**src/rtl/bjxConsts.svh**
```systemverilog
// BJX encoding constants for the zero register, op codes, conditions and prefixes
`ifndef BJX_CONSTS_SVH
`define BJX_CONSTS_SVH

`define JX2_GR_ZZR     6'd0 // Zero register

// Op codes in uCmd bits 5:0
`define JX2_OP_NOP     6'd0
`define JX2_OP_ADD     6'd1
`define JX2_OP_SUB     6'd2
`define JX2_OP_AND     6'd3
`define JX2_OP_OR      6'd4
`define JX2_OP_XOR     6'd5
`define JX2_OP_MOVI    6'd6
`define JX2_OP_ADDI    6'd7
`define JX2_OP_CMPEQ   6'd8

// Predicate conditions in uCmd bits 7:6
`define JX2_IXC_AL     2'd0
`define JX2_IXC_CT     2'd1
`define JX2_IXC_CF     2'd2
`define JX2_IXC_NV     2'd3

`define JX2_PFX_PRED   4'hE // Predicated 32-bit op
`define JX2_PFX_UNC    4'hF // Unconditional 32-bit op, bit 11 is WEX

`endif

```
**src/rtl/bjxPkg.sv**
```systemverilog
// BJX package holding the vector types shared by decode, execute and writeback
package bjxPkg;

	// Register index, 64 registers with 0 as ZZR
	typedef logic [5:0] regIdx_t;

	// Sign-extended immediate
	typedef logic [32:0] imm_t;

	// Command, condition in 7:6 and op code in 5:0
	typedef logic [7:0] uCmd_t;

	// Command extension, bit 0 picks the immediate over Ro
	typedef logic [7:0] uIxt_t;

	// Register data word
	typedef logic [31:0] word_t;

endpackage

```
**src/rtl/laneAlu.sv**
```systemverilog
// Execute lane ALU that checks the predicate and computes result, write and compare
`timescale 1ns/1ps
`include "bjxConsts.svh"

module laneAlu (
	input  logic            decValid,
	input  bjxPkg::uCmd_t   decUCmd,
	input  bjxPkg::uIxt_t   decUIxt,
	input  bjxPkg::imm_t    decImm,
	input  bjxPkg::regIdx_t decRegN,
	input  bjxPkg::word_t   srcM,
	input  bjxPkg::word_t   srcO,
	input  logic            srT,
	output logic            exWrite,
	output bjxPkg::regIdx_t exRegN,
	output bjxPkg::word_t   exResult,
	output logic            exCmpValid,
	output logic            exCmp
);
	import bjxPkg::*;

	logic [1:0] cond;
	logic [5:0] op;
	logic       condPass;
	logic       active;
	logic       writeOp;
	word_t      opB;

	assign cond = decUCmd[7:6];
	assign op   = decUCmd[5:0];
	assign opB  = decUIxt[0] ? decImm[31:0] : srcO;

	assign condPass = (cond == `JX2_IXC_AL) ||
		((cond == `JX2_IXC_CT) && srT) ||
		((cond == `JX2_IXC_CF) && !srT); // NV never passes
	assign active = decValid && condPass;

	always_comb
	begin
		writeOp  = 1'b1;
		exResult = '0;
		case (op)
			`JX2_OP_ADD:  exResult = srcM + opB;
			`JX2_OP_SUB:  exResult = srcM - opB;
			`JX2_OP_AND:  exResult = srcM & opB;
			`JX2_OP_OR:   exResult = srcM | opB;
			`JX2_OP_XOR:  exResult = srcM ^ opB;
			`JX2_OP_MOVI: exResult = opB;
			`JX2_OP_ADDI: exResult = srcM + opB;
			default:      writeOp = 1'b0; // NOP and CMPEQ
		endcase
	end

	assign exRegN     = decRegN;
	assign exWrite    = active && writeOp && (decRegN != `JX2_GR_ZZR);
	assign exCmpValid = active && (op == `JX2_OP_CMPEQ);
	assign exCmp      = (srcM == opB);

endmodule

```
**config.mk**
```make
export PLATFORM = sky130hd
export DESIGN_NAME = laneAlu
export DESIGN_NICKNAME = d
export VERILOG_FILES = /design/src/rtl/bjxPkg.sv /design/src/rtl/laneAlu.sv
export VERILOG_INCLUDE_DIRS = /design/src /design/src/rtl
export SDC_FILE = /design/constraint.sdc
export NUM_CORES = 1
export LEC_CHECK = 0
export ABC_AREA = 1
export BUFFER_PORTS_ARGS = -buffer_cell sky130_fd_sc_hd__buf_2
export CORE_MARGIN = 4
export CORE_UTILIZATION = 55
export DETAILED_ROUTE_END_ITERATION = 10
export GPL_TIMING_DRIVEN = 0
export PLACE_DENSITY = 0.81
export SYNTH_ARGS = -nofsm -noshare
export SYNTH_HDL_FRONTEND = slang
export SYNTH_SLANG_ARGS = --single-unit
```
**constraint.sdc**
```tcl
create_clock -name vclk -period 4.2
set_clock_uncertainty 0.05 [all_clocks]
set_input_delay 0.63 -clock vclk [all_inputs]
set_output_delay 0.63 -clock vclk [all_outputs]
set_load 0.01 [all_outputs]
```
==> impl_metrics.tcl <==
set metrics [dict create \
    first_pass_iters 5 \
    nFillCells 1334 \
    final-setup-viol-count 0 \
    finalHoldViolations 0 \
    drive_gt1_frac 0.155 \
    grt_pass1_wl_microns 45400 \
    ant_nets 0 \
    rows 41 \
    dieArea_sq_um 15200 \
    hold_path_class "input port to output pin" \
    worstHoldStart "decRegN[4]" \
    drv.max_cap_violation_count 0 \
    drt_wl_total_microns 30200 \
    ys.warnings.count 0 \
    fmax_ghz 0.247 \
    ys_seq_area_frac 0 \
    synth_area_leaders "nand2_1, ha_1, inv_1, nand3_1, nor2_1" \
    worst_ep_required_time_ns 3.52 \
    drt_iter0_drc 1237 \
    relSlewSlack 0.386 \
    tightest_slew_ns 0.922 \
    antenna_found_initial 0 \
    cp_cell_sequence "buf_6 > buf_6 > o21ai_0 > inv_1 > ha_1 > a21oi_1 > nor2_1 > nor2_1 > nand2_1 > a21oi_1 > nand3_1 > nand3_1 > nand3_1 > buf_2" \
    core_region_area_sq_um 12800 \
    synth_area_leader_cell "nand2_1" \
    io_buffers 153 \
    critPathLaunchType "input port" \
    drv_slew 0 \
    start_util 0.572 \
    synthCells 1426 \
    seq_cell_count 0 \
    finalCritPeriodShare 0.964 \
    synth_top_area_frac 0.228 \
    worst-setup-path-type "input port to output pin" \
    crit_top_cell "nand3_1" \
    crit_path_end_kind "output pin" \
    crit_start "decUIxt[0]" \
    crit_arrival_ns 3.37 \
    clock_buffers 0 \
    setup_slack_ns 0.153 \
    drc 0 \
    area_delta_synth_final_pct 13.9 \
    grt_usage 0.386 \
    dp_slack_ns -0.585 \
    synth_cell_type_count 40 \
    crit_fanout 10 \
    synth.cell_area_sq_um 7330 \
    avgSynthCellArea_sq_um 5.14 \
    dp_cells 1751 \
    grt_max_degree 11 \
    crit_path_max_incr_delay_ns 0.54 \
    status "complete, no violations" \
    die_width_microns 123 \
    synth_fp_nets 1665 \
    rsz0062_at_grt "false" \
    vias 9642 \
    viasPerCell 5.50 \
    place_congestion 1.00 \
    crit_slowest_cell "o21ai_0" \
    min_period_ns 4.05 \
    io_pins 162 \
    avgRoutedWirePerCell_microns 17.2 \
    die_h_microns 123 \
    final_nets 1820 \
    place_hpwl_microns 25000 \
    postCtsHoldBufs 0 \
    whs_path_depth 3 \
    register_area_sq_um 0 \
    hold_ws_ns 1.50 \
    instances_no_fill 1752 \
    grt_overflow_total 0 \
    grt_pass1_vias 8769 \
]
logic make-up (layout without fill, tap and decap cells):
group | count (synthesis) | in the layout | share of synthesized area
fa+ha+maj | 118 | 118 | 0.203
buf+inv | 372 | 525 | 0.208
other cells | 0 | 1 | 0
compound gates | 176 | 176 | 0.145
simple gates | 757 | 757 | 0.440
xor+xnor | 3 | 3 | 0.00358
through the flow:
step                setup TNS [ns]  utilization  area (sq um)
finish                           0        0.651          8350
CTS                              0        0.649          8320
global route                     0        0.651          8350
global placement             -5.60        0.648          8320
detailed placement           -7.00        0.648          8320
floorplan                        0            -          7330
synth_stat cells, types with 4 or more instances:
master and n:
o21ai_0 52, nand3_2 6, buf_2 11, nor2_1 116, o21bai_1 6, nor3_2 5
nand4_1 14, nor2_2 15, inv_2 10, clkbuf_1 5, inv_1 324, o21ai_1 4
o221ai_1 4, ha_1 116, nand3_1 131, nand2_2 8, nand2_1 445, a21oi_1 48
buf_6 9, o211ai_1 5, buf_4 13, o22ai_1 33, o2111ai_1 4, a221oi_1 11
critical path: cells and delay by family:
kind,cells,cell delay [ns]
buffers and inverters,4,0.60
AND/OR/NAND/NOR,6,0.71
adder cells (fa/ha/maj),1,0.27
AO/OA/AOI/OAI,3,1.16
layer usage:
layer,vias up,share of wire,track usage
met5,-,0,0
met4,0,0.050,0.179
met3,99,0.12,0.0503
met2,599,0.41,0.584
met1,4203,0.42,0.541
li1,4741,-,-
cell type report:
class,instances,area (sq um),share of cell area
plain buffers,38,288,0.0345
inverters,334,1250,0.150
diodes,1,2.50,0.000300
multi-input cells,1054,5830,0.698
repair buffers,153,766,0.0917
well taps,172,215,0.0258
final timing paths:
kind	endpoint	slack, ns
setup / recovery	exResult[29]	0.15
hold / removal	exRegN[4]	1.50
layout by cell type, fill, tap and decap left out, types with 8 or more instances in the layout:
| cell type | count |
|---|---|
| buf_6 | 10 |
| o21ai_0 | 46 |
| a221oi_1 | 11 |
| nor2_1 | 115 |
| o22ai_1 | 33 |
| buf_2 | 161 |
| nand2_2 | 8 |
| a21oi_1 | 48 |
| nand3_1 | 130 |
| inv_1 | 323 |
| buf_4 | 14 |
| inv_2 | 11 |
| nand2_1 | 444 |
| ha_1 | 114 |
| nand4_1 | 14 |
| o21ai_1 | 10 |
| nor2_2 | 16 |
what timing repair did:
| action | in CTS | in global routing |
|---|---|---|
| resized for setup | 2 | 19 |
| pin swaps | 0 | 1 |
| setup endpoints to repair | 26 | 19 |
| buffers inserted | 0 | 0 |
| gates cloned | 0 | 0 |
