$ cat src/rtl/bjxConsts.svh
// BJX encoding constants for the zero register, op codes, conditions and prefixes
`ifndef BJX_CONSTS_SVH
`define BJX_CONSTS_SVH

`define JX2_GR_ZZR     6'd0 // Zero register

// Op codes in uCmd bits 5:0
`define JX2_OP_NOP     6'd0
`define JX2_OP_ADD     6'd1
`define JX2_OP_SUB     6'd2
`define JX2_OP_AND     6'd3
`define JX2_OP_OR      6'd4
`define JX2_OP_XOR     6'd5
`define JX2_OP_MOVI    6'd6
`define JX2_OP_ADDI    6'd7
`define JX2_OP_CMPEQ   6'd8

// Predicate conditions in uCmd bits 7:6
`define JX2_IXC_AL     2'd0
`define JX2_IXC_CT     2'd1
`define JX2_IXC_CF     2'd2
`define JX2_IXC_NV     2'd3

`define JX2_PFX_PRED   4'hE // Predicated 32-bit op
`define JX2_PFX_UNC    4'hF // Unconditional 32-bit op, bit 11 is WEX

`endif

$ cat src/rtl/bjxPkg.sv
// BJX package holding the vector types shared by decode, execute and writeback
package bjxPkg;

	// Register index, 64 registers with 0 as ZZR
	typedef logic [5:0] regIdx_t;

	// Sign-extended immediate
	typedef logic [32:0] imm_t;

	// Command, condition in 7:6 and op code in 5:0
	typedef logic [7:0] uCmd_t;

	// Command extension, bit 0 picks the immediate over Ro
	typedef logic [7:0] uIxt_t;

	// Register data word
	typedef logic [31:0] word_t;

endpackage

$ cat src/rtl/bundleDecoder.sv
// Bundle decoder that classifies a fetch window and registers the two steered lanes
`timescale 1ns/1ps
`include "bjxConsts.svh"

module bundleDecoder (
	input  logic            clock,
	input  logic            rst,
	input  logic            istrValid,
	input  logic [63:0]     istrWord,
	input  logic            srWxe,
	output logic [3:0]      idStep,
	output logic            decValid,
	output bjxPkg::regIdx_t decRegNA,
	output bjxPkg::regIdx_t decRegMA,
	output bjxPkg::regIdx_t decRegOA,
	output bjxPkg::imm_t    decImmA,
	output bjxPkg::uCmd_t   decUCmdA,
	output bjxPkg::uIxt_t   decUIxtA,
	output bjxPkg::regIdx_t decRegNB,
	output bjxPkg::regIdx_t decRegMB,
	output bjxPkg::regIdx_t decRegOB,
	output bjxPkg::imm_t    decImmB,
	output bjxPkg::uCmd_t   decUCmdB,
	output bjxPkg::uIxt_t   decUIxtB
);
	import bjxPkg::*;

	regIdx_t compRegN, compRegM, compRegO;
	imm_t    compImm;
	uCmd_t   compUCmd;
	uIxt_t   compUIxt;

	regIdx_t slotARegN, slotARegM, slotARegO;
	imm_t    slotAImm;
	uCmd_t   slotAUCmd, slotACmdP;
	uIxt_t   slotAUIxt;
	logic    slotAIsPred, slotAPredFalse, slotAWex;

	regIdx_t slotBRegN, slotBRegM, slotBRegO;
	imm_t    slotBImm;
	uCmd_t   slotBUCmd, slotBCmdP;
	uIxt_t   slotBUIxt;
	logic    slotBIsPred, slotBPredFalse;

	logic    isWideA, isWideB, isBundle;

	regIdx_t nxRegNA, nxRegMA, nxRegOA, nxRegNB, nxRegMB, nxRegOB;
	imm_t    nxImmA, nxImmB;
	uCmd_t   nxUCmdA, nxUCmdB;
	uIxt_t   nxUIxtA, nxUIxtB;

	compactOpDecoder compactDec (
		.opWord(istrWord[15:0]),
		.idRegN(compRegN), .idRegM(compRegM), .idRegO(compRegO),
		.idImm(compImm), .idUCmd(compUCmd), .idUIxt(compUIxt)
	);

	wideOpDecoder wideDecA (
		.opWord(istrWord[31:0]),
		.idRegN(slotARegN), .idRegM(slotARegM), .idRegO(slotARegO),
		.idImm(slotAImm), .idUCmd(slotAUCmd), .idUIxt(slotAUIxt),
		.idIsPred(slotAIsPred), .idPredFalse(slotAPredFalse), .idWex(slotAWex)
	);

	wideOpDecoder wideDecB (
		.opWord(istrWord[63:32]),
		.idRegN(slotBRegN), .idRegM(slotBRegM), .idRegO(slotBRegO),
		.idImm(slotBImm), .idUCmd(slotBUCmd), .idUIxt(slotBUIxt),
		.idIsPred(slotBIsPred), .idPredFalse(slotBPredFalse), .idWex()
	);

	assign isWideA  = (istrWord[15:12] == `JX2_PFX_PRED) || (istrWord[15:12] == `JX2_PFX_UNC);
	assign isWideB  = (istrWord[47:44] == `JX2_PFX_PRED) || (istrWord[47:44] == `JX2_PFX_UNC);
	assign isBundle = isWideA && slotAWex && isWideB && srWxe;
	assign idStep   = isBundle ? 4'd8 : (isWideA ? 4'd4 : 4'd2);

	// Fold the predicate sense into the condition field
	assign slotACmdP = slotAIsPred ?
		{(slotAPredFalse ? `JX2_IXC_CF : `JX2_IXC_CT), slotAUCmd[5:0]} : slotAUCmd;
	assign slotBCmdP = slotBIsPred ?
		{(slotBPredFalse ? `JX2_IXC_CF : `JX2_IXC_CT), slotBUCmd[5:0]} : slotBUCmd;

	always_comb
	begin
		// Scalar filler for lane B
		nxRegNB = `JX2_GR_ZZR;
		nxRegMB = `JX2_GR_ZZR;
		nxRegOB = compRegN;
		nxImmB  = '0;
		nxUCmdB = {`JX2_IXC_AL, `JX2_OP_NOP};
		nxUIxtB = 8'h00;
		if (isBundle)
		begin
			// Lane swap, slot B goes first
			nxRegNA = slotBRegN;
			nxRegMA = slotBRegM;
			nxRegOA = slotBRegO;
			nxImmA  = slotBImm;
			nxUCmdA = slotBCmdP;
			nxUIxtA = slotBUIxt;
			nxRegNB = slotARegN;
			nxRegMB = slotARegM;
			nxRegOB = slotARegO;
			nxImmB  = slotAImm;
			nxUCmdB = slotACmdP;
			nxUIxtB = slotAUIxt;
		end
		else if (isWideA)
		begin
			nxRegNA = slotARegN;
			nxRegMA = slotARegM;
			nxRegOA = slotARegO;
			nxImmA  = slotAImm;
			nxUCmdA = slotACmdP;
			nxUIxtA = slotAUIxt;
			nxRegOB = slotARegN;
		end
		else
		begin
			nxRegNA = compRegN;
			nxRegMA = compRegM;
			nxRegOA = compRegO;
			nxImmA  = compImm;
			nxUCmdA = compUCmd;
			nxUIxtA = compUIxt;
		end
	end

	always_ff @(posedge clock)
	begin
		if (rst)
			decValid <= 1'b0;
		else
			decValid <= istrValid;
	end

	always_ff @(posedge clock)
	begin
		if (istrValid)
		begin
			decRegNA <= nxRegNA;
			decRegMA <= nxRegMA;
			decRegOA <= nxRegOA;
			decImmA  <= nxImmA;
			decUCmdA <= nxUCmdA;
			decUIxtA <= nxUIxtA;
			decRegNB <= nxRegNB;
			decRegMB <= nxRegMB;
			decRegOB <= nxRegOB;
			decImmB  <= nxImmB;
			decUCmdB <= nxUCmdB;
			decUIxtB <= nxUIxtB;
		end
	end

	// Slot A without prefix F and WEX, or WEX disabled, never forms a bundle
	laneBIdle: assert property (@(posedge clock) disable iff (rst)
		(istrValid && !(srWxe && istrWord[15:11] == {`JX2_PFX_UNC, 1'b1}))
			|=> (decValid && decUCmdB[5:0] == `JX2_OP_NOP))
		else $error("lane B carries an op outside a bundle");

	validKnown: assert property (@(posedge clock) disable iff (rst)
		!$isunknown(istrValid))
		else $error("istrValid is unknown");

endmodule

$ cat src/rtl/compactOpDecoder.sv
// Compact op decoder that maps a 16-bit op onto lane register fields and command
`timescale 1ns/1ps
`include "bjxConsts.svh"

module compactOpDecoder (
	input  logic [15:0]     opWord,
	output bjxPkg::regIdx_t idRegN,
	output bjxPkg::regIdx_t idRegM,
	output bjxPkg::regIdx_t idRegO,
	output bjxPkg::imm_t    idImm,
	output bjxPkg::uCmd_t   idUCmd,
	output bjxPkg::uIxt_t   idUIxt
);
	import bjxPkg::*;

	regIdx_t fieldN;
	regIdx_t fieldM;
	imm_t    immU4;

	assign fieldN = {2'b00, opWord[11:8]};
	assign fieldM = {2'b00, opWord[7:4]};
	assign immU4  = {29'd0, opWord[3:0]};

	always_comb
	begin
		idRegN = fieldN;
		idRegM = fieldN; // Rn is also the first source
		idRegO = fieldM;
		idImm  = immU4;
		idUIxt = 8'h00;
		idUCmd = {`JX2_IXC_AL, `JX2_OP_NOP};
		case (opWord[15:12])
			4'h1: idUCmd = {`JX2_IXC_AL, `JX2_OP_ADD};
			4'h2: idUCmd = {`JX2_IXC_AL, `JX2_OP_SUB};
			4'h3: idUCmd = {`JX2_IXC_AL, `JX2_OP_AND};
			4'h4: idUCmd = {`JX2_IXC_AL, `JX2_OP_OR};
			4'h5: idUCmd = {`JX2_IXC_AL, `JX2_OP_XOR};
			4'h6:
			begin
				idUCmd = {`JX2_IXC_AL, `JX2_OP_MOVI};
				idUIxt = 8'h01;
			end
			4'h7:
			begin
				idUCmd = {`JX2_IXC_AL, `JX2_OP_ADDI};
				idUIxt = 8'h01;
			end
			4'h8: idUCmd = {`JX2_IXC_AL, `JX2_OP_CMPEQ}; // Rn == Rm
			default:
			begin
				// 0 and 9..D decode as NOP
				idRegN = `JX2_GR_ZZR;
			end
		endcase
	end

endmodule

$ cat src/rtl/wideOpDecoder.sv
// Wide op decoder that splits one 32-bit op into lane fields and predicate flags
`timescale 1ns/1ps
`include "bjxConsts.svh"

module wideOpDecoder (
	input  logic [31:0]     opWord,
	output bjxPkg::regIdx_t idRegN,
	output bjxPkg::regIdx_t idRegM,
	output bjxPkg::regIdx_t idRegO,
	output bjxPkg::imm_t    idImm,
	output bjxPkg::uCmd_t   idUCmd,
	output bjxPkg::uIxt_t   idUIxt,
	output logic            idIsPred,
	output logic            idPredFalse,
	output logic            idWex
);
	import bjxPkg::*;

	logic [3:0] prefix;
	logic [5:0] opCode;
	regIdx_t    fieldN;
	regIdx_t    fieldM;
	regIdx_t    fieldO;
	imm_t       immS16;

	assign prefix = opWord[15:12];
	assign opCode = {3'b000, opWord[10:8]} + 6'd1; // Field holds op minus one
	assign fieldN = opWord[5:0];
	assign fieldM = opWord[31:26];
	assign fieldO = opWord[25:20];
	assign immS16 = {{17{opWord[31]}}, opWord[31:16]};

	// Bit 11 is the sense for E and WEX for F
	assign idIsPred    = (prefix == `JX2_PFX_PRED);
	assign idPredFalse = (prefix == `JX2_PFX_PRED) && opWord[11];
	assign idWex       = (prefix == `JX2_PFX_UNC) && opWord[11];

	always_comb
	begin
		idRegN = fieldN;
		idImm  = immS16;
		idUCmd = {`JX2_IXC_AL, opCode}; // Condition filled in by the bundle decoder
		case (opCode)
			`JX2_OP_MOVI, `JX2_OP_ADDI:
			begin
				// Immediate overlaps Rm/Ro, so Rn is the source
				idRegM = fieldN;
				idRegO = `JX2_GR_ZZR;
				idUIxt = 8'h01;
			end
			default:
			begin
				idRegM = fieldM;
				idRegO = fieldO;
				idUIxt = 8'h00;
			end
		endcase
	end

endmodule

$ cat config.mk
export PLATFORM = sky130hd
export DESIGN_NAME = bundleDecoder
export DESIGN_NICKNAME = d
export VERILOG_FILES = /design/src/rtl/bjxPkg.sv /design/src/rtl/bundleDecoder.sv /design/src/rtl/compactOpDecoder.sv /design/src/rtl/wideOpDecoder.sv
export VERILOG_INCLUDE_DIRS = /design/src /design/src/rtl
export SDC_FILE = /design/constraint.sdc
export NUM_CORES = 1
export LEC_CHECK = 0
export BUFFER_PORTS_ARGS = -buffer_cell sky130_fd_sc_hd__buf_4
export CAP_MARGIN = 20
export CORE_ASPECT_RATIO = 0.6
export CORE_MARGIN = 5
export CORE_UTILIZATION = 47
export DETAILED_ROUTE_END_ITERATION = 10
export GPL_TIMING_DRIVEN = 0
export PLACE_DENSITY_LB_ADDON = 0.1
export REMOVE_ABC_BUFFERS = 1
export SLEW_MARGIN = 20
export SYNTH_ARGS = -nofsm -noshare
export SYNTH_HDL_FRONTEND = slang
export SYNTH_SLANG_ARGS = --single-unit
export TNS_END_PERCENT = 1
$ cat constraint.sdc
create_clock -name clock -period 3.41 [get_ports clock]
set_input_delay 0.341 -clock clock [delete_from_list [all_inputs] [get_ports clock]]
set_output_delay 0.341 -clock clock [all_outputs]
set_load 0.02 [all_outputs]
==> report_table.html <==
<table>
<tr><th>Metric</th><th>Value</th></tr>
<tr><th colspan="2">Outcome</th></tr>
<tr><td>Result of the run</td><td>finished, final reports clean</td></tr>
<tr><th colspan="2">Route</th></tr>
<tr><td>Vias after detailed routing</td><td>about 3.4k</td></tr>
<tr><td>Violation count after the first detailed-route iteration</td><td>208</td></tr>
<tr><td>Vias per std cell</td><td>5.31</td></tr>
<tr><td>Wirelength per Cell</td><td>19.4 um</td></tr>
<tr><td>DRC viols</td><td>0</td></tr>
<tr><td>Final routed wirelength across all metal layers</td><td>between 10 and 15 mm</td></tr>
<tr><td>DRT Pass-1 Iters</td><td>4</td></tr>
<tr><td>Number of routed nets with antenna violations</td><td>0</td></tr>
<tr><th colspan="2">Timing</th></tr>
<tr><td>Slack of the critical path</td><td>between 900 and 1000 ps</td></tr>
<tr><td>Total negative slack</td><td>0 ps</td></tr>
<tr><td>Total of endpoints with negative setup slack in the final report</td><td>0</td></tr>
<tr><td>Slew Viols, Final</td><td>0</td></tr>
<tr><td>Post-layout min period</td><td>between 2000 and 2500 ps</td></tr>
<tr><td>Worst hold slack</td><td>164 ps</td></tr>
<tr><td>Measured slew at the worst slew-check pin</td><td>1070 ps</td></tr>
<tr><td>Unrepaired setup endpoints after global routing</td><td>false</td></tr>
<tr><td>Max Fclk</td><td>just over 0.4 GHz</td></tr>
<tr><td>Headroom to the max-slew limit</td><td>28.5%</td></tr>
<tr><td>Final hold violation count</td><td>0</td></tr>
<tr><td>Period utilisation layout</td><td>72.5%</td></tr>
<tr><th colspan="2">Placed design</th></tr>
<tr><td>Post-detail-place hpwl</td><td>8.50 mm</td></tr>
<tr><td>Worst setup slack before clock tree synthesis</td><td>929 ps</td></tr>
<tr><td>Number of placed instances with taps included</td><td>615</td></tr>
<tr><td>Placed cell areas</td><td>5420 um^2</td></tr>
<tr><td>Total of buffers placed on input and output ports</td><td>about 190</td></tr>
<tr><td>Placer's final routability congestion estimate</td><td>between 0.7 and 0.8</td></tr>
<tr><th colspan="2">Cells and area</th></tr>
<tr><td>Utilization of the core after routing</td><td>66.2%</td></tr>
<tr><td>Fraction of final layout cells with drive strength greater than 1</td><td>41.4%</td></tr>
<tr><td>Number of nets in the layout</td><td>588</td></tr>
<tr><td>Area Growth Syn to Fin</td><td>34.6%</td></tr>
<tr><td>Number of antenna diodes</td><td>0</td></tr>
<tr><td>Most common cell after layout, fill and taps aside</td><td>buf_4</td></tr>
<tr><td>Commonest cells after routing, fill and taps aside</td><td>buf_4 (185), edfxtp_1 (82), nand2_1 (47)</td></tr>
<tr><td>Final Instance Area</td><td>about 5800 um^2</td></tr>
<tr><td>Count of placed standard cells in the final layout, fillers left out</td><td>631</td></tr>
<tr><th colspan="2">Clock network</th></tr>
<tr><td>Largest buffer count on any clock path</td><td>2</td></tr>
<tr><td>Clock tree from TritonCTS</td><td>built</td></tr>
<tr><td>Sinks on Clock Net</td><td>83</td></tr>
<tr><td>Number of hold buffers added after cts</td><td>0</td></tr>
<tr><td># resized after CTS</td><td>0</td></tr>
<tr><td>Clock Tree Root</td><td>clkbuf_16</td></tr>
<tr><td>Clock buffer count from CTS</td><td>9</td></tr>
<tr><td>Post-CTS setup buffer count</td><td>0</td></tr>
<tr><td>Reg clk slew, reported paths</td><td>60 ps</td></tr>
<tr><td>H-tree depth</td><td>3</td></tr>
<tr><th colspan="2">Floorplan</th></tr>
<tr><td>Die outline area</td><td>11200 um^2</td></tr>
<tr><td>Vert. Die Dim</td><td>83.9 um</td></tr>
<tr><td>Placeable Area</td><td>8690 um^2</td></tr>
<tr><td>Die Wd</td><td>133 um</td></tr>
<tr><td>Top-level I/O count</td><td>around 210</td></tr>
<tr><td>Total number of placement rows</td><td>26</td></tr>
<tr><td>Effective utilization at floorplan</td><td>49.2%</td></tr>
<tr><th colspan="2">Global routing</th></tr>
<tr><td>Vias in the first global route</td><td>~3.5k</td></tr>
<tr><td>Number of antenna violations at the first check in global routing</td><td>0</td></tr>
<tr><td>Global route overflow</td><td>0</td></tr>
<tr><td>Pin count of the biggest net entering global routing</td><td>84</td></tr>
<tr><td>First-pass GRT wire length</td><td>roughly 19 mm</td></tr>
<tr><td>Total global-route track usage</td><td>21.4%</td></tr>
<tr><th colspan="2">Worst setup path</th></tr>
<tr><td>Kind of critical path</td><td>in2out</td></tr>
<tr><td>Data arrival, critical path</td><td>~2100 ps</td></tr>
<tr><td>Sort of element at the end of the critical path</td><td>output port</td></tr>
<tr><td>Endpoint required time on the critical path</td><td>3070 ps</td></tr>
<tr><td>Critical path peak fanout</td><td>35</td></tr>
<tr><td>Critical path startpoint category</td><td>input pin</td></tr>
<tr><th colspan="2">Logic synthesis</th></tr>
<tr><td>Share of synthesized cell area in full adder, half adder and majority cells</td><td>1.76%</td></tr>
<tr><td>Flops &amp; latches, synth</td><td>83</td></tr>
<tr><td>Share of synthesized flip-flops with an asynchronous set or reset</td><td>0%</td></tr>
<tr><td>Main combinational cell family by area after synthesis</td><td>simple AND/OR/NAND/NOR gates</td></tr>
<tr><td>Synth top area cells</td><td>edfxtp_1 (58%), buf_4 (9.7%), nand2_1 (4.1%)</td></tr>
<tr><td>Compound-Gate Fraction of Synth Area</td><td>roughly a tenth</td></tr>
<tr><td>YS warnings</td><td>0</td></tr>
<tr><td>Most used flip-flop cell after synthesis</td><td>edfxtp_1</td></tr>
<tr><td>XOR/XNOR share of the synthesized area</td><td>0.615%</td></tr>
<tr><td>Share of synthesized area occupied by flip-flops and latches</td><td>58.1%</td></tr>
<tr><td>Mean Syn Cell Area</td><td>11.6 um^2</td></tr>
<tr><td>Multiplexer share of the synthesized area</td><td>3.31%</td></tr>
<tr><td>Post-synthesis cell count</td><td>370</td></tr>
<tr><td>Fraction of post-synthesis cell area in the top cell type by area</td><td>57.6%</td></tr>
<tr><td>Number of enable flip-flop cells after synthesis</td><td>82</td></tr>
<tr><td>Post-synth top area cell</td><td>edfxtp_1</td></tr>
<tr><td>Synthesized-area fraction occupied by and/or/nand/nor cells</td><td>13.6%</td></tr>
<tr><td>Syn Std Cell Area</td><td>about 4300 um^2</td></tr>
<tr><td>Distinct cells, synth</td><td>44</td></tr>
<tr><th colspan="2">Run</th></tr>
<tr><td>Count of max-cap constraint violations</td><td>0</td></tr>
<tr><th colspan="2">Min path</th></tr>
<tr><td>Hold Path Depth</td><td>2</td></tr>
<tr><td>Terminating pin of the worst hold path</td><td>decValid</td></tr>
<tr><td>Path category of the worst min-delay check</td><td>in2reg</td></tr>
<tr><td>Startpoint of the tightest hold check path</td><td>rst</td></tr>
<tr><th colspan="2">Power and ir drop</th></tr>
<tr><td>LEAKAGE</td><td>2.55 nW</td></tr>
<tr><td>PwrDens</td><td>491 nW/um^2</td></tr>
<tr><td>Power consumption</td><td>2.83 mW</td></tr>
<tr><td>VDD IR max</td><td>0.303 mV</td></tr>
</table>
==> cell type report <==
class                           count  area [um^2]
Sequential cell                    83         2480
Fill cell                         687         2930
Multi-Input combinational cell    223         1340
Clock inverter                      6          104
Inverter                           10         37.5
Clock buffer                       10          229
Tap cell                          112          140
Timing Repair Buffer              187         1420
==> layer usage <==
layer | share of wire [%] | track usage (%)
met1 | 43 | 27.3
met2 | 47 | 34.1
met5 | 0 | 0
met4 | 1.2 | 5.60
met3 | 9.0 | 8.67
==> worst max-delay path by stage <==
stage,startpoint,slack (ps),end
after floorplan,decImmA[31],590,decImmA[15]
after global placement,istrWord[46],-360,idStep[3]
after detailed placement,istrWord[15],930,idStep[3]
after CTS,istrWord[15],940,idStep[3]
after global routing,istrWord[15],850,idStep[3]
final,istrWord[15],940,idStep[3]
==> worst max-delay path: stages <==
cell,delay [ps]
buf_4,130
and3_2,660
nand2_2,450
inv_1,340
buf_4,200
==> synthesized netlist by cell type (all sizes together), types with 2 or more instances <==
library cell,n
edfxtp,82
buf,64
nand2,49
and3,24
a21oi,23
nor2,18
mux2i,13
clkbuf,10
inv,10
a221o,8
and2,7
ha,6
nand3,5
o21ai,5
o22ai,5
a31oi,4
nor3b,4
o21bai,4
a22oi,3
and4,3
o211ai,3
a22o,2
a32o,2
nor3,2
or2,2
xnor2,2
==> sequential cells by signal (all words and copies together) (netlist names) <==
name / count
decRegMA: 6
decRegOA: 6
decRegNA: 6
decRegOB: 6
decImmB: 16
decValid: 1
decUIxtB: 1
decUIxtA: 1
decUCmdB: 6
decRegMB: 6
decRegNB: 6
decImmA: 16
decUCmdA: 6
==> where the power goes <==
part	internal, mW	leakage, nW	switching (mW)	total [mW]
logic	0.207	1.60	0.298	0.504
registers	1.20	0.793	0.0281	1.22
clock network	0.711	0.164	0.387	1.10
==> logic make-up (layout without fill, tap and decap cells) <==
group,after synthesis,after routing
xor gates and xnor gates,3,3
DFF,83,83
buffers and inverters,84,213
other,1,21
and+or+nand+nor,116,116
adders and majority gates,6,6
AOI/OAI and AO/OA,63,63
muxes,14,14
No activity file was read; power rests on OpenSTA's default activity.
